$ cat config.mk
export PLATFORM = sky130hd
export DESIGN_NAME = pipeline
export DESIGN_NICKNAME = d
export VERILOG_FILES = /design/src/rtl/cpu_pkg.sv /design/src/rtl/pipe_ctrl_if.sv /design/src/rtl/fwd_if.sv /design/src/rtl/stage_reg.sv /design/src/rtl/fetch_unit.sv /design/src/rtl/decoder.sv /design/src/rtl/reg_file.sv /design/src/rtl/execute_unit.sv /design/src/rtl/hazard_unit.sv /design/src/rtl/pipeline.sv
export SDC_FILE = /design/constraint.sdc
export NUM_CORES = 2
export LEC_CHECK = 0
export ABC_AREA = 1
export BUFFER_PORTS_ARGS = -buffer_cell sky130_fd_sc_hd__buf_4
export CAP_MARGIN = 20
export CORE_ASPECT_RATIO = 0.7
export CORE_MARGIN = 2
export CORE_UTILIZATION = 35
export CTS_BUF_LIST = sky130_fd_sc_hd__clkbuf_4
export DETAILED_ROUTE_END_ITERATION = 16
export PLACE_DENSITY = 0.55
export SYNTH_ARGS = -nofsm -noshare
export SYNTH_HDL_FRONTEND = slang
export SYNTH_SLANG_ARGS = --single-unit
$ cat constraint.sdc
create_clock -name clk -period 29.1 [get_ports clk]
set_clock_uncertainty 0.2 [all_clocks]
set_input_delay 0 -clock clk [delete_from_list [all_inputs] [get_ports clk]]
set_output_delay 0 -clock clk [all_outputs]
set_load 0.005 [all_outputs]
$ cat src/rtl/cpu_pkg.sv
package cpu_pkg;

    ////////////////////////////////////////////////////////////
    // Widths and basic types
    ////////////////////////////////////////////////////////////

    localparam int xlen       = 32;
    localparam int reg_addr_w = 5;

    typedef logic [xlen-1:0]       word_t;
    typedef logic [reg_addr_w-1:0] reg_addr_t;

    // First fetch after reset
    localparam word_t reset_pc = '0;

    ////////////////////////////////////////////////////////////
    // Instruction encodings
    ////////////////////////////////////////////////////////////

    // Primary opcodes
    localparam logic [5:0] op_rtype = 6'h00;
    localparam logic [5:0] op_beq   = 6'h04;
    localparam logic [5:0] op_bne   = 6'h05;
    localparam logic [5:0] op_addiu = 6'h09;
    localparam logic [5:0] op_andi  = 6'h0c;
    localparam logic [5:0] op_ori   = 6'h0d;
    localparam logic [5:0] op_lui   = 6'h0f;
    localparam logic [5:0] op_lw    = 6'h23;
    localparam logic [5:0] op_sw    = 6'h2b;

    // Funct field of R-type
    localparam logic [5:0] fn_addu = 6'h21;
    localparam logic [5:0] fn_subu = 6'h23;
    localparam logic [5:0] fn_and  = 6'h24;
    localparam logic [5:0] fn_or   = 6'h25;
    localparam logic [5:0] fn_xor  = 6'h26;
    localparam logic [5:0] fn_slt  = 6'h2a;

    typedef enum logic [2:0] {
        alu_add,
        alu_sub,
        alu_and,
        alu_or,
        alu_xor,
        alu_slt,
        alu_lui
    } alu_op_e;

    typedef enum logic [1:0] {
        imm_sign,
        imm_zero,
        imm_upper
    } imm_kind_e;

    ////////////////////////////////////////////////////////////
    // Stage payloads
    ////////////////////////////////////////////////////////////

    typedef struct packed {
        logic    reg_we;
        logic    mem_re;
        logic    mem_we;
        logic    branch;
        logic    branch_ne;
        alu_op_e alu_op;
        logic    b_is_imm;
    } ctrl_t;

    typedef struct packed {
        ctrl_t     ctrl;
        word_t     pc_4;
        word_t     rs_data;
        word_t     rt_data;
        word_t     imm;
        reg_addr_t rs;
        reg_addr_t rt;
        reg_addr_t rd;
    } idex_t;

    typedef struct packed {
        logic      reg_we;
        logic      mem_re;
        logic      mem_we;
        reg_addr_t rd;
        word_t     alu_res;
        word_t     store_data;
        logic      taken;
        word_t     target;
    } exmem_t;

    typedef struct packed {
        logic      reg_we;
        reg_addr_t rd;
        word_t     wb_data;
    } memwb_t;

endpackage

$ cat src/rtl/pipe_ctrl_if.sv
`timescale 1ns/1ps

interface pipe_ctrl_if (
    input logic clk,
    input logic arst_n
);
    // From hazard unit
    logic               stall;
    logic               redirect;
    cpu_pkg::word_t     redirect_pc;

    // Load sitting in ID/EX
    logic               load_pending;
    cpu_pkg::reg_addr_t load_rd;

    modport hazard (
        input  clk, arst_n, load_pending, load_rd,
        output stall, redirect, redirect_pc
    );

    modport fetch (
        input stall, redirect, redirect_pc
    );

endinterface

$ cat src/rtl/fwd_if.sv
`timescale 1ns/1ps

interface fwd_if (
    input logic clk
);
    // EX/MEM producer, write enable already qualified by valid
    logic               ex_we;
    cpu_pkg::reg_addr_t ex_rd;
    cpu_pkg::word_t     ex_data;

    // MEM/WB producer
    logic               wb_we;
    cpu_pkg::reg_addr_t wb_rd;
    cpu_pkg::word_t     wb_data;

    modport source (
        output ex_we, ex_rd, ex_data, wb_we, wb_rd, wb_data
    );

    modport sink (
        input clk, ex_we, ex_rd, ex_data, wb_we, wb_rd, wb_data
    );

endinterface

$ cat src/rtl/stage_reg.sv
`timescale 1ns/1ps

module stage_reg #(
    parameter type payload_t = logic
) (
    input  logic     clk,
    input  logic     arst_n,
    input  logic     stall,
    input  logic     flush,
    input  payload_t d,
    input  logic     d_valid,
    output payload_t q,
    output logic     q_valid
);

    // Valid bit
    // Flush empties the slot and stall freezes it
    always_ff @(posedge clk or negedge arst_n) begin
        if (!arst_n) begin
            q_valid <= 1'b0;
        end else if (flush) begin
            q_valid <= 1'b0;
        end else if (!stall) begin
            q_valid <= d_valid;
        end
    end

    // Payload
    always_ff @(posedge clk) begin
        if (!flush && !stall) begin
            q <= d;
        end
    end

    // Slot controls come from qualified logic and are never X once out of reset
    a_ctrl_known : assert property (
        @(posedge clk) disable iff (!arst_n)
        !$isunknown({stall, flush, d_valid})
    );

endmodule

$ cat src/rtl/fetch_unit.sv
`timescale 1ns/1ps

module fetch_unit (
    input  logic           clk,
    input  logic           arst_n,
    pipe_ctrl_if.fetch     ctrl,
    output cpu_pkg::word_t imem_addr,
    input  cpu_pkg::word_t imem_rdata,
    output cpu_pkg::word_t id_instr,
    output cpu_pkg::word_t id_pc_4,
    output logic           id_valid
);

    cpu_pkg::word_t             pc;
    cpu_pkg::word_t             pc_4;
    logic [2*cpu_pkg::xlen-1:0] ifid_q;

    // Sequential fetch
    assign pc_4      = pc + 32'd4;
    assign imem_addr = pc;

    // PC register
    // Redirect first, then stall hold, else fall through
    always_ff @(posedge clk or negedge arst_n) begin
        if (!arst_n) begin
            pc <= cpu_pkg::reset_pc;
        end else if (ctrl.redirect) begin
            pc <= ctrl.redirect_pc;
        end else if (!ctrl.stall) begin
            pc <= pc_4;
        end
    end

    // IF/ID register
    // Instruction word in the upper half, pc+4 below
    stage_reg #(
        .payload_t (logic [2*cpu_pkg::xlen-1:0])
    ) u_ifid (
        .clk     (clk),
        .arst_n  (arst_n),
        .stall   (ctrl.stall),
        .flush   (ctrl.redirect),
        .d       ({imem_rdata, pc_4}),
        .d_valid (1'b1),
        .q       (ifid_q),
        .q_valid (id_valid)
    );

    assign id_instr = ifid_q[2*cpu_pkg::xlen-1:cpu_pkg::xlen];
    assign id_pc_4  = ifid_q[cpu_pkg::xlen-1:0];

endmodule

$ cat src/rtl/decoder.sv
`timescale 1ns/1ps

module decoder (
    input  cpu_pkg::word_t     instr,
    input  logic               valid,
    output cpu_pkg::ctrl_t     ctrl,
    output cpu_pkg::word_t     imm,
    output cpu_pkg::reg_addr_t rs,
    output cpu_pkg::reg_addr_t rt,
    output cpu_pkg::reg_addr_t rd,
    output logic               uses_rt
);

    logic [5:0]         opcode;
    logic [5:0]         funct;
    logic [15:0]        imm16;
    cpu_pkg::imm_kind_e imm_kind;
    cpu_pkg::ctrl_t     dec;

    // Field split
    assign opcode = instr[31:26];
    assign funct  = instr[5:0];
    assign imm16  = instr[15:0];
    assign rs     = instr[25:21];
    assign rt     = instr[20:16];

    ////////////////////////////////////////////////////////////
    // Opcode and funct decode
    ////////////////////////////////////////////////////////////

    always_comb begin
        dec      = '0;
        imm_kind = cpu_pkg::imm_sign;
        rd       = rt;
        uses_rt  = 1'b0;
        case (opcode)
            cpu_pkg::op_rtype: begin
                // R-type writes the rd field
                rd         = instr[15:11];
                uses_rt    = 1'b1;
                dec.reg_we = 1'b1;
                case (funct)
                    cpu_pkg::fn_addu: dec.alu_op = cpu_pkg::alu_add;
                    cpu_pkg::fn_subu: dec.alu_op = cpu_pkg::alu_sub;
                    cpu_pkg::fn_and:  dec.alu_op = cpu_pkg::alu_and;
                    cpu_pkg::fn_or:   dec.alu_op = cpu_pkg::alu_or;
                    cpu_pkg::fn_xor:  dec.alu_op = cpu_pkg::alu_xor;
                    cpu_pkg::fn_slt:  dec.alu_op = cpu_pkg::alu_slt;
                    default:          dec.reg_we = 1'b0;
                endcase
            end
            cpu_pkg::op_addiu: begin
                dec.reg_we   = 1'b1;
                dec.b_is_imm = 1'b1;
            end
            cpu_pkg::op_andi: begin
                dec.reg_we   = 1'b1;
                dec.b_is_imm = 1'b1;
                dec.alu_op   = cpu_pkg::alu_and;
                imm_kind     = cpu_pkg::imm_zero;
            end
            cpu_pkg::op_ori: begin
                dec.reg_we   = 1'b1;
                dec.b_is_imm = 1'b1;
                dec.alu_op   = cpu_pkg::alu_or;
                imm_kind     = cpu_pkg::imm_zero;
            end
            cpu_pkg::op_lui: begin
                dec.reg_we   = 1'b1;
                dec.b_is_imm = 1'b1;
                dec.alu_op   = cpu_pkg::alu_lui;
                imm_kind     = cpu_pkg::imm_upper;
            end
            cpu_pkg::op_lw: begin
                // Address is rs + sign-extended offset
                dec.reg_we   = 1'b1;
                dec.mem_re   = 1'b1;
                dec.b_is_imm = 1'b1;
            end
            cpu_pkg::op_sw: begin
                dec.mem_we   = 1'b1;
                dec.b_is_imm = 1'b1;
                uses_rt      = 1'b1;
            end
            cpu_pkg::op_beq: begin
                dec.branch = 1'b1;
                uses_rt    = 1'b1;
            end
            cpu_pkg::op_bne: begin
                dec.branch    = 1'b1;
                dec.branch_ne = 1'b1;
                uses_rt       = 1'b1;
            end
            default: begin
                // Unknown opcode stays a no-op
                dec = '0;
            end
        endcase
    end

    // Bubble carries nothing
    // Write to r0 dropped here so later stages never see it
    always_comb begin
        if (valid) begin
            ctrl = dec;
        end else begin
            ctrl = '0;
        end
        if (rd == '0) begin
            ctrl.reg_we = 1'b0;
        end
    end

    // Immediate extension
    always_comb begin
        case (imm_kind)
            cpu_pkg::imm_zero:  imm = {16'h0000, imm16};
            cpu_pkg::imm_upper: imm = {imm16, 16'h0000};
            default:            imm = {{16{imm16[15]}}, imm16};
        endcase
    end

endmodule

$ cat src/rtl/reg_file.sv
`timescale 1ns/1ps

module reg_file (
    input  logic               clk,
    input  logic               arst_n,
    input  cpu_pkg::reg_addr_t rs,
    input  cpu_pkg::reg_addr_t rt,
    output cpu_pkg::word_t     rs_data,
    output cpu_pkg::word_t     rt_data,
    input  logic               we,
    input  cpu_pkg::reg_addr_t wd_addr,
    input  cpu_pkg::word_t     wd_data
);

    cpu_pkg::word_t regs [32];

    // Write port, r0 never written
    always_ff @(posedge clk or negedge arst_n) begin
        if (!arst_n) begin
            for (int i = 0; i < 32; i++) begin
                regs[i] <= '0;
            end
        end else if (we && wd_addr != '0) begin
            regs[wd_addr] <= wd_data;
        end
    end

    // One read port
    // WB value passes straight through in its own cycle
    function automatic cpu_pkg::word_t read_port(input cpu_pkg::reg_addr_t addr);
        if (addr == '0) begin
            return '0;
        end else if (we && wd_addr == addr) begin
            return wd_data;
        end
        return regs[addr];
    endfunction

    always_comb begin
        rs_data = read_port(rs);
        rt_data = read_port(rt);
    end

endmodule

$ cat src/rtl/execute_unit.sv
`timescale 1ns/1ps

module execute_unit (
    input  cpu_pkg::idex_t  ex,
    fwd_if.sink             fwd,
    output cpu_pkg::exmem_t res
);

    cpu_pkg::word_t op_a;
    cpu_pkg::word_t rt_fwd;
    cpu_pkg::word_t op_b;
    cpu_pkg::word_t alu_out;

    ////////////////////////////////////////////////////////////
    // Operand forwarding
    ////////////////////////////////////////////////////////////

    // Youngest producer first
    assign op_a = (fwd.ex_we && fwd.ex_rd == ex.rs) ? fwd.ex_data :
                  (fwd.wb_we && fwd.wb_rd == ex.rs) ? fwd.wb_data : ex.rs_data;

    assign rt_fwd = (fwd.ex_we && fwd.ex_rd == ex.rt) ? fwd.ex_data :
                    (fwd.wb_we && fwd.wb_rd == ex.rt) ? fwd.wb_data : ex.rt_data;

    // Immediate replaces rt for I-type
    assign op_b = ex.ctrl.b_is_imm ? ex.imm : rt_fwd;

    // ALU
    always_comb begin
        case (ex.ctrl.alu_op)
            cpu_pkg::alu_add: alu_out = op_a + op_b;
            cpu_pkg::alu_sub: alu_out = op_a - op_b;
            cpu_pkg::alu_and: alu_out = op_a & op_b;
            cpu_pkg::alu_or:  alu_out = op_a | op_b;
            cpu_pkg::alu_xor: alu_out = op_a ^ op_b;
            cpu_pkg::alu_slt: alu_out = {{(cpu_pkg::xlen-1){1'b0}},
                                         $signed(op_a) < $signed(op_b)};
            cpu_pkg::alu_lui: alu_out = op_b;
            default:          alu_out = op_a + op_b;
        endcase
    end

    ////////////////////////////////////////////////////////////
    // EX/MEM payload
    ////////////////////////////////////////////////////////////

    always_comb begin
        res.reg_we     = ex.ctrl.reg_we;
        res.mem_re     = ex.ctrl.mem_re;
        res.mem_we     = ex.ctrl.mem_we;
        res.rd         = ex.rd;
        res.alu_res    = alu_out;
        // Store data uses the forwarded rt
        res.store_data = rt_fwd;
        // beq on equal, bne on not equal
        res.taken      = ex.ctrl.branch && ((op_a == rt_fwd) ^ ex.ctrl.branch_ne);
        res.target     = ex.pc_4 + {ex.imm[cpu_pkg::xlen-3:0], 2'b00};
    end

    // Decoder strips r0 writes so no producer ever claims r0
    a_no_r0_fwd : assert property (
        @(posedge fwd.clk)
        (fwd.ex_we |-> fwd.ex_rd != '0) and (fwd.wb_we |-> fwd.wb_rd != '0)
    );

endmodule

$ cat src/rtl/hazard_unit.sv
`timescale 1ns/1ps

module hazard_unit (
    pipe_ctrl_if.hazard        ctrl,
    input  cpu_pkg::reg_addr_t id_rs,
    input  cpu_pkg::reg_addr_t id_rt,
    input  logic               id_uses_rt,
    input  logic               mem_taken,
    input  cpu_pkg::word_t     mem_target
);

    logic rs_hit;
    logic rt_hit;

    // Load-use check against the instruction in ID
    assign rs_hit = ctrl.load_rd == id_rs;
    assign rt_hit = id_uses_rt && ctrl.load_rd == id_rt;

    // One bubble while the load is in EX
    assign ctrl.stall = ctrl.load_pending && ctrl.load_rd != '0 && (rs_hit || rt_hit);

    // Taken branch in MEM
    assign ctrl.redirect    = mem_taken;
    assign ctrl.redirect_pc = mem_target;

    // EX/MEM flush on redirect keeps it to one pulse
    a_redirect_pulse : assert property (
        @(posedge ctrl.clk) disable iff (!ctrl.arst_n)
        ctrl.redirect |=> !ctrl.redirect
    );

endmodule

$ cat src/rtl/pipeline.sv
`timescale 1ns/1ps

module pipeline (
    input  logic           clk,
    input  logic           arst_n,
    output cpu_pkg::word_t imem_addr,
    input  cpu_pkg::word_t imem_rdata,
    output cpu_pkg::word_t dmem_addr,
    output cpu_pkg::word_t dmem_wdata,
    output logic           dmem_re,
    output logic           dmem_we,
    input  cpu_pkg::word_t dmem_rdata
);

    // ID
    cpu_pkg::word_t     id_instr;
    cpu_pkg::word_t     id_pc_4;
    logic               id_valid;
    cpu_pkg::ctrl_t     id_ctrl;
    cpu_pkg::word_t     id_imm;
    cpu_pkg::reg_addr_t id_rs;
    cpu_pkg::reg_addr_t id_rt;
    cpu_pkg::reg_addr_t id_rd;
    logic               id_uses_rt;
    cpu_pkg::word_t     id_rs_data;
    cpu_pkg::word_t     id_rt_data;
    cpu_pkg::idex_t     id_out;

    // EX
    cpu_pkg::idex_t     ex_in;
    logic               ex_valid;
    cpu_pkg::exmem_t    ex_out;

    // MEM
    cpu_pkg::exmem_t    mem_in;
    logic               mem_valid;
    cpu_pkg::memwb_t    mem_out;

    // WB
    cpu_pkg::memwb_t    wb_in;
    logic               wb_valid;

    pipe_ctrl_if pc_if (.clk(clk), .arst_n(arst_n));
    fwd_if       fw_if (.clk(clk));

    ////////////////////////////////////////////////////////////
    // IF
    ////////////////////////////////////////////////////////////

    fetch_unit u_fetch (
        .clk        (clk),
        .arst_n     (arst_n),
        .ctrl       (pc_if.fetch),
        .imem_addr  (imem_addr),
        .imem_rdata (imem_rdata),
        .id_instr   (id_instr),
        .id_pc_4    (id_pc_4),
        .id_valid   (id_valid)
    );

    ////////////////////////////////////////////////////////////
    // ID
    ////////////////////////////////////////////////////////////

    decoder u_dec (
        .instr   (id_instr),
        .valid   (id_valid),
        .ctrl    (id_ctrl),
        .imm     (id_imm),
        .rs      (id_rs),
        .rt      (id_rt),
        .rd      (id_rd),
        .uses_rt (id_uses_rt)
    );

    // Written from MEM/WB
    reg_file u_rf (
        .clk     (clk),
        .arst_n  (arst_n),
        .rs      (id_rs),
        .rt      (id_rt),
        .rs_data (id_rs_data),
        .rt_data (id_rt_data),
        .we      (fw_if.wb_we),
        .wd_addr (wb_in.rd),
        .wd_data (wb_in.wb_data)
    );

    always_comb begin
        id_out.ctrl    = id_ctrl;
        id_out.pc_4    = id_pc_4;
        id_out.rs_data = id_rs_data;
        id_out.rt_data = id_rt_data;
        id_out.imm     = id_imm;
        id_out.rs      = id_rs;
        id_out.rt      = id_rt;
        id_out.rd      = id_rd;
    end

    hazard_unit u_haz (
        .ctrl       (pc_if.hazard),
        .id_rs      (id_rs),
        .id_rt      (id_rt),
        .id_uses_rt (id_uses_rt),
        .mem_taken  (mem_valid && mem_in.taken),
        .mem_target (mem_in.target)
    );

    // Load in EX seen by the hazard unit
    assign pc_if.load_pending = ex_valid && ex_in.ctrl.mem_re;
    assign pc_if.load_rd      = ex_in.rd;

    // Stall turns ID/EX into a bubble
    stage_reg #(.payload_t(cpu_pkg::idex_t)) u_idex (
        .clk     (clk),
        .arst_n  (arst_n),
        .stall   (1'b0),
        .flush   (pc_if.redirect || pc_if.stall),
        .d       (id_out),
        .d_valid (id_valid),
        .q       (ex_in),
        .q_valid (ex_valid)
    );

    ////////////////////////////////////////////////////////////
    // EX
    ////////////////////////////////////////////////////////////

    execute_unit u_ex (
        .ex  (ex_in),
        .fwd (fw_if.sink),
        .res (ex_out)
    );

    stage_reg #(.payload_t(cpu_pkg::exmem_t)) u_exmem (
        .clk     (clk),
        .arst_n  (arst_n),
        .stall   (1'b0),
        .flush   (pc_if.redirect),
        .d       (ex_out),
        .d_valid (ex_valid),
        .q       (mem_in),
        .q_valid (mem_valid)
    );

    ////////////////////////////////////////////////////////////
    // MEM
    ////////////////////////////////////////////////////////////

    // Data memory port
    assign dmem_addr  = mem_in.alu_res;
    assign dmem_wdata = mem_in.store_data;
    assign dmem_re    = mem_valid && mem_in.mem_re;
    assign dmem_we    = mem_valid && mem_in.mem_we;

    // Load data arrives in the same cycle
    assign mem_out.reg_we  = mem_in.reg_we;
    assign mem_out.rd      = mem_in.rd;
    assign mem_out.wb_data = mem_in.mem_re ? dmem_rdata : mem_in.alu_res;

    stage_reg #(.payload_t(cpu_pkg::memwb_t)) u_memwb (
        .clk     (clk),
        .arst_n  (arst_n),
        .stall   (1'b0),
        .flush   (1'b0),
        .d       (mem_out),
        .d_valid (mem_valid),
        .q       (wb_in),
        .q_valid (wb_valid)
    );

    // Forwarding sources
    assign fw_if.ex_we   = mem_valid && mem_in.reg_we;
    assign fw_if.ex_rd   = mem_in.rd;
    assign fw_if.ex_data = mem_in.alu_res;
    assign fw_if.wb_we   = wb_valid && wb_in.reg_we;
    assign fw_if.wb_rd   = wb_in.rd;
    assign fw_if.wb_data = wb_in.wb_data;

endmodule

==> flow_summary_export.csv <==
group,metric,value,unit
clock_network,worstSkewPairLatency,1.30,ns
global_routing,grt_pass1_vias,73881,
clock_network,root_buffer,"clkbuf_4",
sta,min_period,5.884,ns
logic_synthesis,synth_edf_count,321,
setup_path,cp_top_family,"simple AND/OR/NAND/NOR gates",
layout,drive_gt1_frac,0.09527,
power,leakage,38.28,nW
logic_synthesis,yosys-top-cells-area,"dfrtp_1 (33%), o21ai_0 (17%), edfxtp_1 (12%), nand2_1 (9.1%), a21oi_1 (3.9%)",
floorplan,coreArea,226000,sq um
logic_synthesis,synth_xor_area_frac,0.008044,
power,clock_power_share,0.189,
setup_path,ff2ff_path_depth,27,
power,powerDensity,106.8,nW/um^2
setup_path,worstPathRequired,29.86,ns
setup_path,crit_end,"u_exmem.q[94]$_DFFE_PN_",
routing,ant_nets,0,
setup_path,crit_start,"u_memwb.q_valid$_DFF_PN0_",
routing,routedWlPerCell,25.73,um
clock_network,h-tree-depth,5,
power,power_frac_seq,0.350,
setup_path,r2r_slack,23.22,ns
logic_synthesis,synth_most_common_cell,"o21ai_0",
routing,drt_iter0_drc,11797,
clock_network,cts_buffers,366,
hold_path,min_path_cells,5,
clock_network,postCtsSetupRepairBufs,0,
floorplan,rows,146,
clock_network,clockBufferDepth,4,
setup_path,cpMostUsedCell,"nand2_1",
global_routing,grt_overflow_total,0,
sta,tns,0,ns
floorplan,io_pins,164,
power,p_int,4.930,mW
logic_synthesis,synth_mux_area_frac,0.0002834,
place,dp_hpwl,206400,um
global_routing,antenna_found_initial,18,
logic_synthesis,yosysTopAreaCellShare,0.3337,
logic_synthesis,ys_ff_latch,1419,
routing,drc,0,
logic_synthesis,syn_area,79480,sq um
setup_path,critPathArrivalTime,6.65,ns
floorplan,fp.dieArea,231000,sq um
logic_synthesis,synthCells,10326,
global_routing,grt_pass1_wl,508400,um
sta,rsz0062_at_grt,"no",
sta,setup_viol,0,
logic_synthesis,synth-simple-area-share,0.1681,
run,drv_cap,0,
logic_synthesis,synth_top_family_by_area,"compound AO/OA/AOI/OAI gates",
routing,routed_wl,349400,um
setup_path,worst_path_max_delay_cell,"o21ai_0",
floorplan,initial_utilization,0.3517,
clock_network,cts_tree,"done",
setup_path,critPathKind,"reg2reg",
power,p_sw,4.575,mW
routing,drtPass1Iterations,7,
logic_synthesis,avgSynthCellArea,7.697,sq um
sta,hold_viol,0,
layout,area_delta_synth_final,11.99,%
setup_path,start_kind,"flop",
run_status,status,"finished clean",
logic_synthesis,synth_nets,10523,
sta,slew_headroom,0.1565,
layout,nNetsFinal,10463,
setup_path,r2r-start,"u_memwb.q_valid$_DFF_PN0_",
logic_synthesis,yosysWarningCount,0,
setup_path,critPathBufInv,4,
clock_network,cts_sinks,1419,
logic_synthesis,synth_compound_area_frac,0.2569,
layout,regArea,36930,sq um
routing,vias,79344,
logic_synthesis,synthDistinctLibCells,60,
setup_path,critPathMaxStageDelay,0.47,ns
logic_synthesis,ys.flop_type,"dfrtp_1",
sta,max_freq,169.9,MHz
global_routing,grtUsageTotal,0.2932,
place,gp_congestion,0.9600,
sta,tightestPinTransition,1.265,ns
hold_path,worstHoldPathType,"in2reg",
layout,multi_input_area,36430,sq um
routing,via_per_inst,5.843,
logic_synthesis,synth_top_area_cell,"dfrtp_1",
clock_network,clk_pin_slew,0.07,ns
setup_path,critPathMaxFanout,27,
logic_synthesis,synthArstFlopShare,0.7470,
logic_synthesis,yosysSeqAreaShare,0.4646,
setup_path,crit_cells,27,
floorplan,die-width,573.6,um
power,combPwrFrac,0.460,
setup_path,cp-end-kind,"flop",
sta,final.setup.worst_slack,23.22,ns
layout,fill_cells,23225,
sta,maxSlewViolCount,0,
power,ir_drop,0.04802,mV
power,p_sw_frac,0.4813,
sta,fin_crit_sh,0.2022,
place,post-place-ws,23.41,ns
clock_network,cts_resized,0,
floorplan,die_h,402.7,um
place,io_buffers,163,
logic_synthesis,synth_common_cells,"o21ai_0 (2,717), nand2_1 (1,936), dfrtp_1 (1,060)",
logic_synthesis,synthAdderAreaFrac,0.02091,
setup_path,r2r-end,"u_exmem.q[94]$_DFFE_PN_",
global_routing,grt_max_degree,259,
[layout make-up]
class / instances / area share
Clock inverter: 112 / 0.006522
Clock buffer: 528 / 0.04453
Sequential cell: 1419 / 0.4148
Multi-Input combinational cell: 7298 / 0.4093
Inverter: 656 / 0.02824
Tap cell: 3034 / 0.04265
Timing Repair Buffer: 525 / 0.05371
Antenna cell: 7 / 0.0001968
[worst min-delay path, cell delays in order]
cell,delay (ns)
dlygate4sd3_1,0.53
buf_4,0.10
dlygate4sd3_1,0.55
nand2_1,0.19
o21ai_0,0.16
[power groups by stage]
stage / registers (mW) / clock network (mW) / logic [mW]
after floorplan: 3.11 / 0 / 2.73
after global placement: 3.33 / 0 / 4.17
after detailed placement: 3.34 / 0 / 4.19
after CTS: 3.31 / 1.83 / 4.24
after global routing: 3.39 / 1.93 / 4.77
final: 3.33 / 1.80 / 4.38
[worst min-delay path by stage]
| stage | end | slack, ns | from |
|---|---|---|---|
| 6_report | u_memwb.q[31]$_DFF_P_ | 0.12 | dmem_rdata[31] |
| 5_1_grt | u_memwb.q[31]$_DFF_P_ | 0.10 | dmem_rdata[31] |
| 4_1_cts | u_memwb.q[31]$_DFF_P_ | 0.08 | dmem_rdata[31] |
| 3_5_place_dp | u_rf.regs[612]$_DFFE_PN0P_ | -0.13 | arst_n |
| 3_3_place_gp | u_rf.regs[612]$_DFFE_PN0P_ | -0.14 | arst_n |
| 2_1_floorplan | u_exmem.q_valid$_DFF_PN0_ | -0.50 | arst_n |
[stage by stage]
step                      hold WS (ns)  instance area [sq um]  utilization  total power, mW  std cells
after floorplan                -0.4956                  79480            -            5.843      10326
after global placement         -0.1424                  82200       0.3638            7.496      12724
after detailed placement       -0.1312                  82270       0.3641            7.526      12727
after CTS                      0.07760                  88790       0.3929            9.371      13562
after global routing            0.1018                  89000       0.3939            10.10      13575
final                           0.1238                  89010       0.3939            9.504      13579
[flip-flops by register name, indices dropped and copies added (netlist names)]
name and count:
u_fetch.u_ifid.q 64, u_memwb.q 38, u_idex.q 152, u_fetch.imem_addr 32
u_exmem.q 105, u_fetch.u_ifid.q_valid 1, u_rf.regs 1024, u_idex.q_valid 1
u_exmem.q_valid 1, u_memwb.q_valid 1
[layer usage]
layer / up-vias / global-route usage / wire length, um
met3: 880 / 0.08446 / 43150
met1: 38108 / 0.4320 / 154400
li1: 35424 / - / -
met2: 4920 / 0.3982 / 138200
met4: 12 / 0.1138 / 13340
met5: - / 0.006201 / 264
[repair_timing]
item	CTS	global route
endpoints found under the setup margin	0	0
hold endpoints to repair	499	0
hold buffers	195	0
[layout by cell type, fill, tap and decap left out, types with 17 or more instances in the layout]
cell type      Yosys  routed
o21ai_0         2717    2716
nand2_1         1936    1919
dfrtp_1         1060    1060
nor2_1           780     780
inv_1            632     621
a21oi_1          620     620
clkbuf_4           1     528
nand3_1          409     394
edfxtp_1         321     321
buf_4             79     304
o221ai_1         258     258
dlygate4sd3_1      0     194
ha_1             128     128
nand4_1           91      91
clkinv_1           5      88
o22ai_1           68      68
xor2_1            58      58
dfxtp_1           38      38
nor3_1            37      35
inv_2             18      27
a221oi_1          22      22
nand3_4            2      17
o21ai_1           17      17
nand2_4            0      17
[cell families after synthesis]
kind of cell / Yosys count
xor gates and xnor gates: 73
DFF: 1419
AOI/OAI and AO/OA: 3797
buffers and inverters: 1609
muxes: 2
adders and majority gates: 131
and+or+nand+nor: 3295
Note: power is estimated with default switching activity, not from simulation.
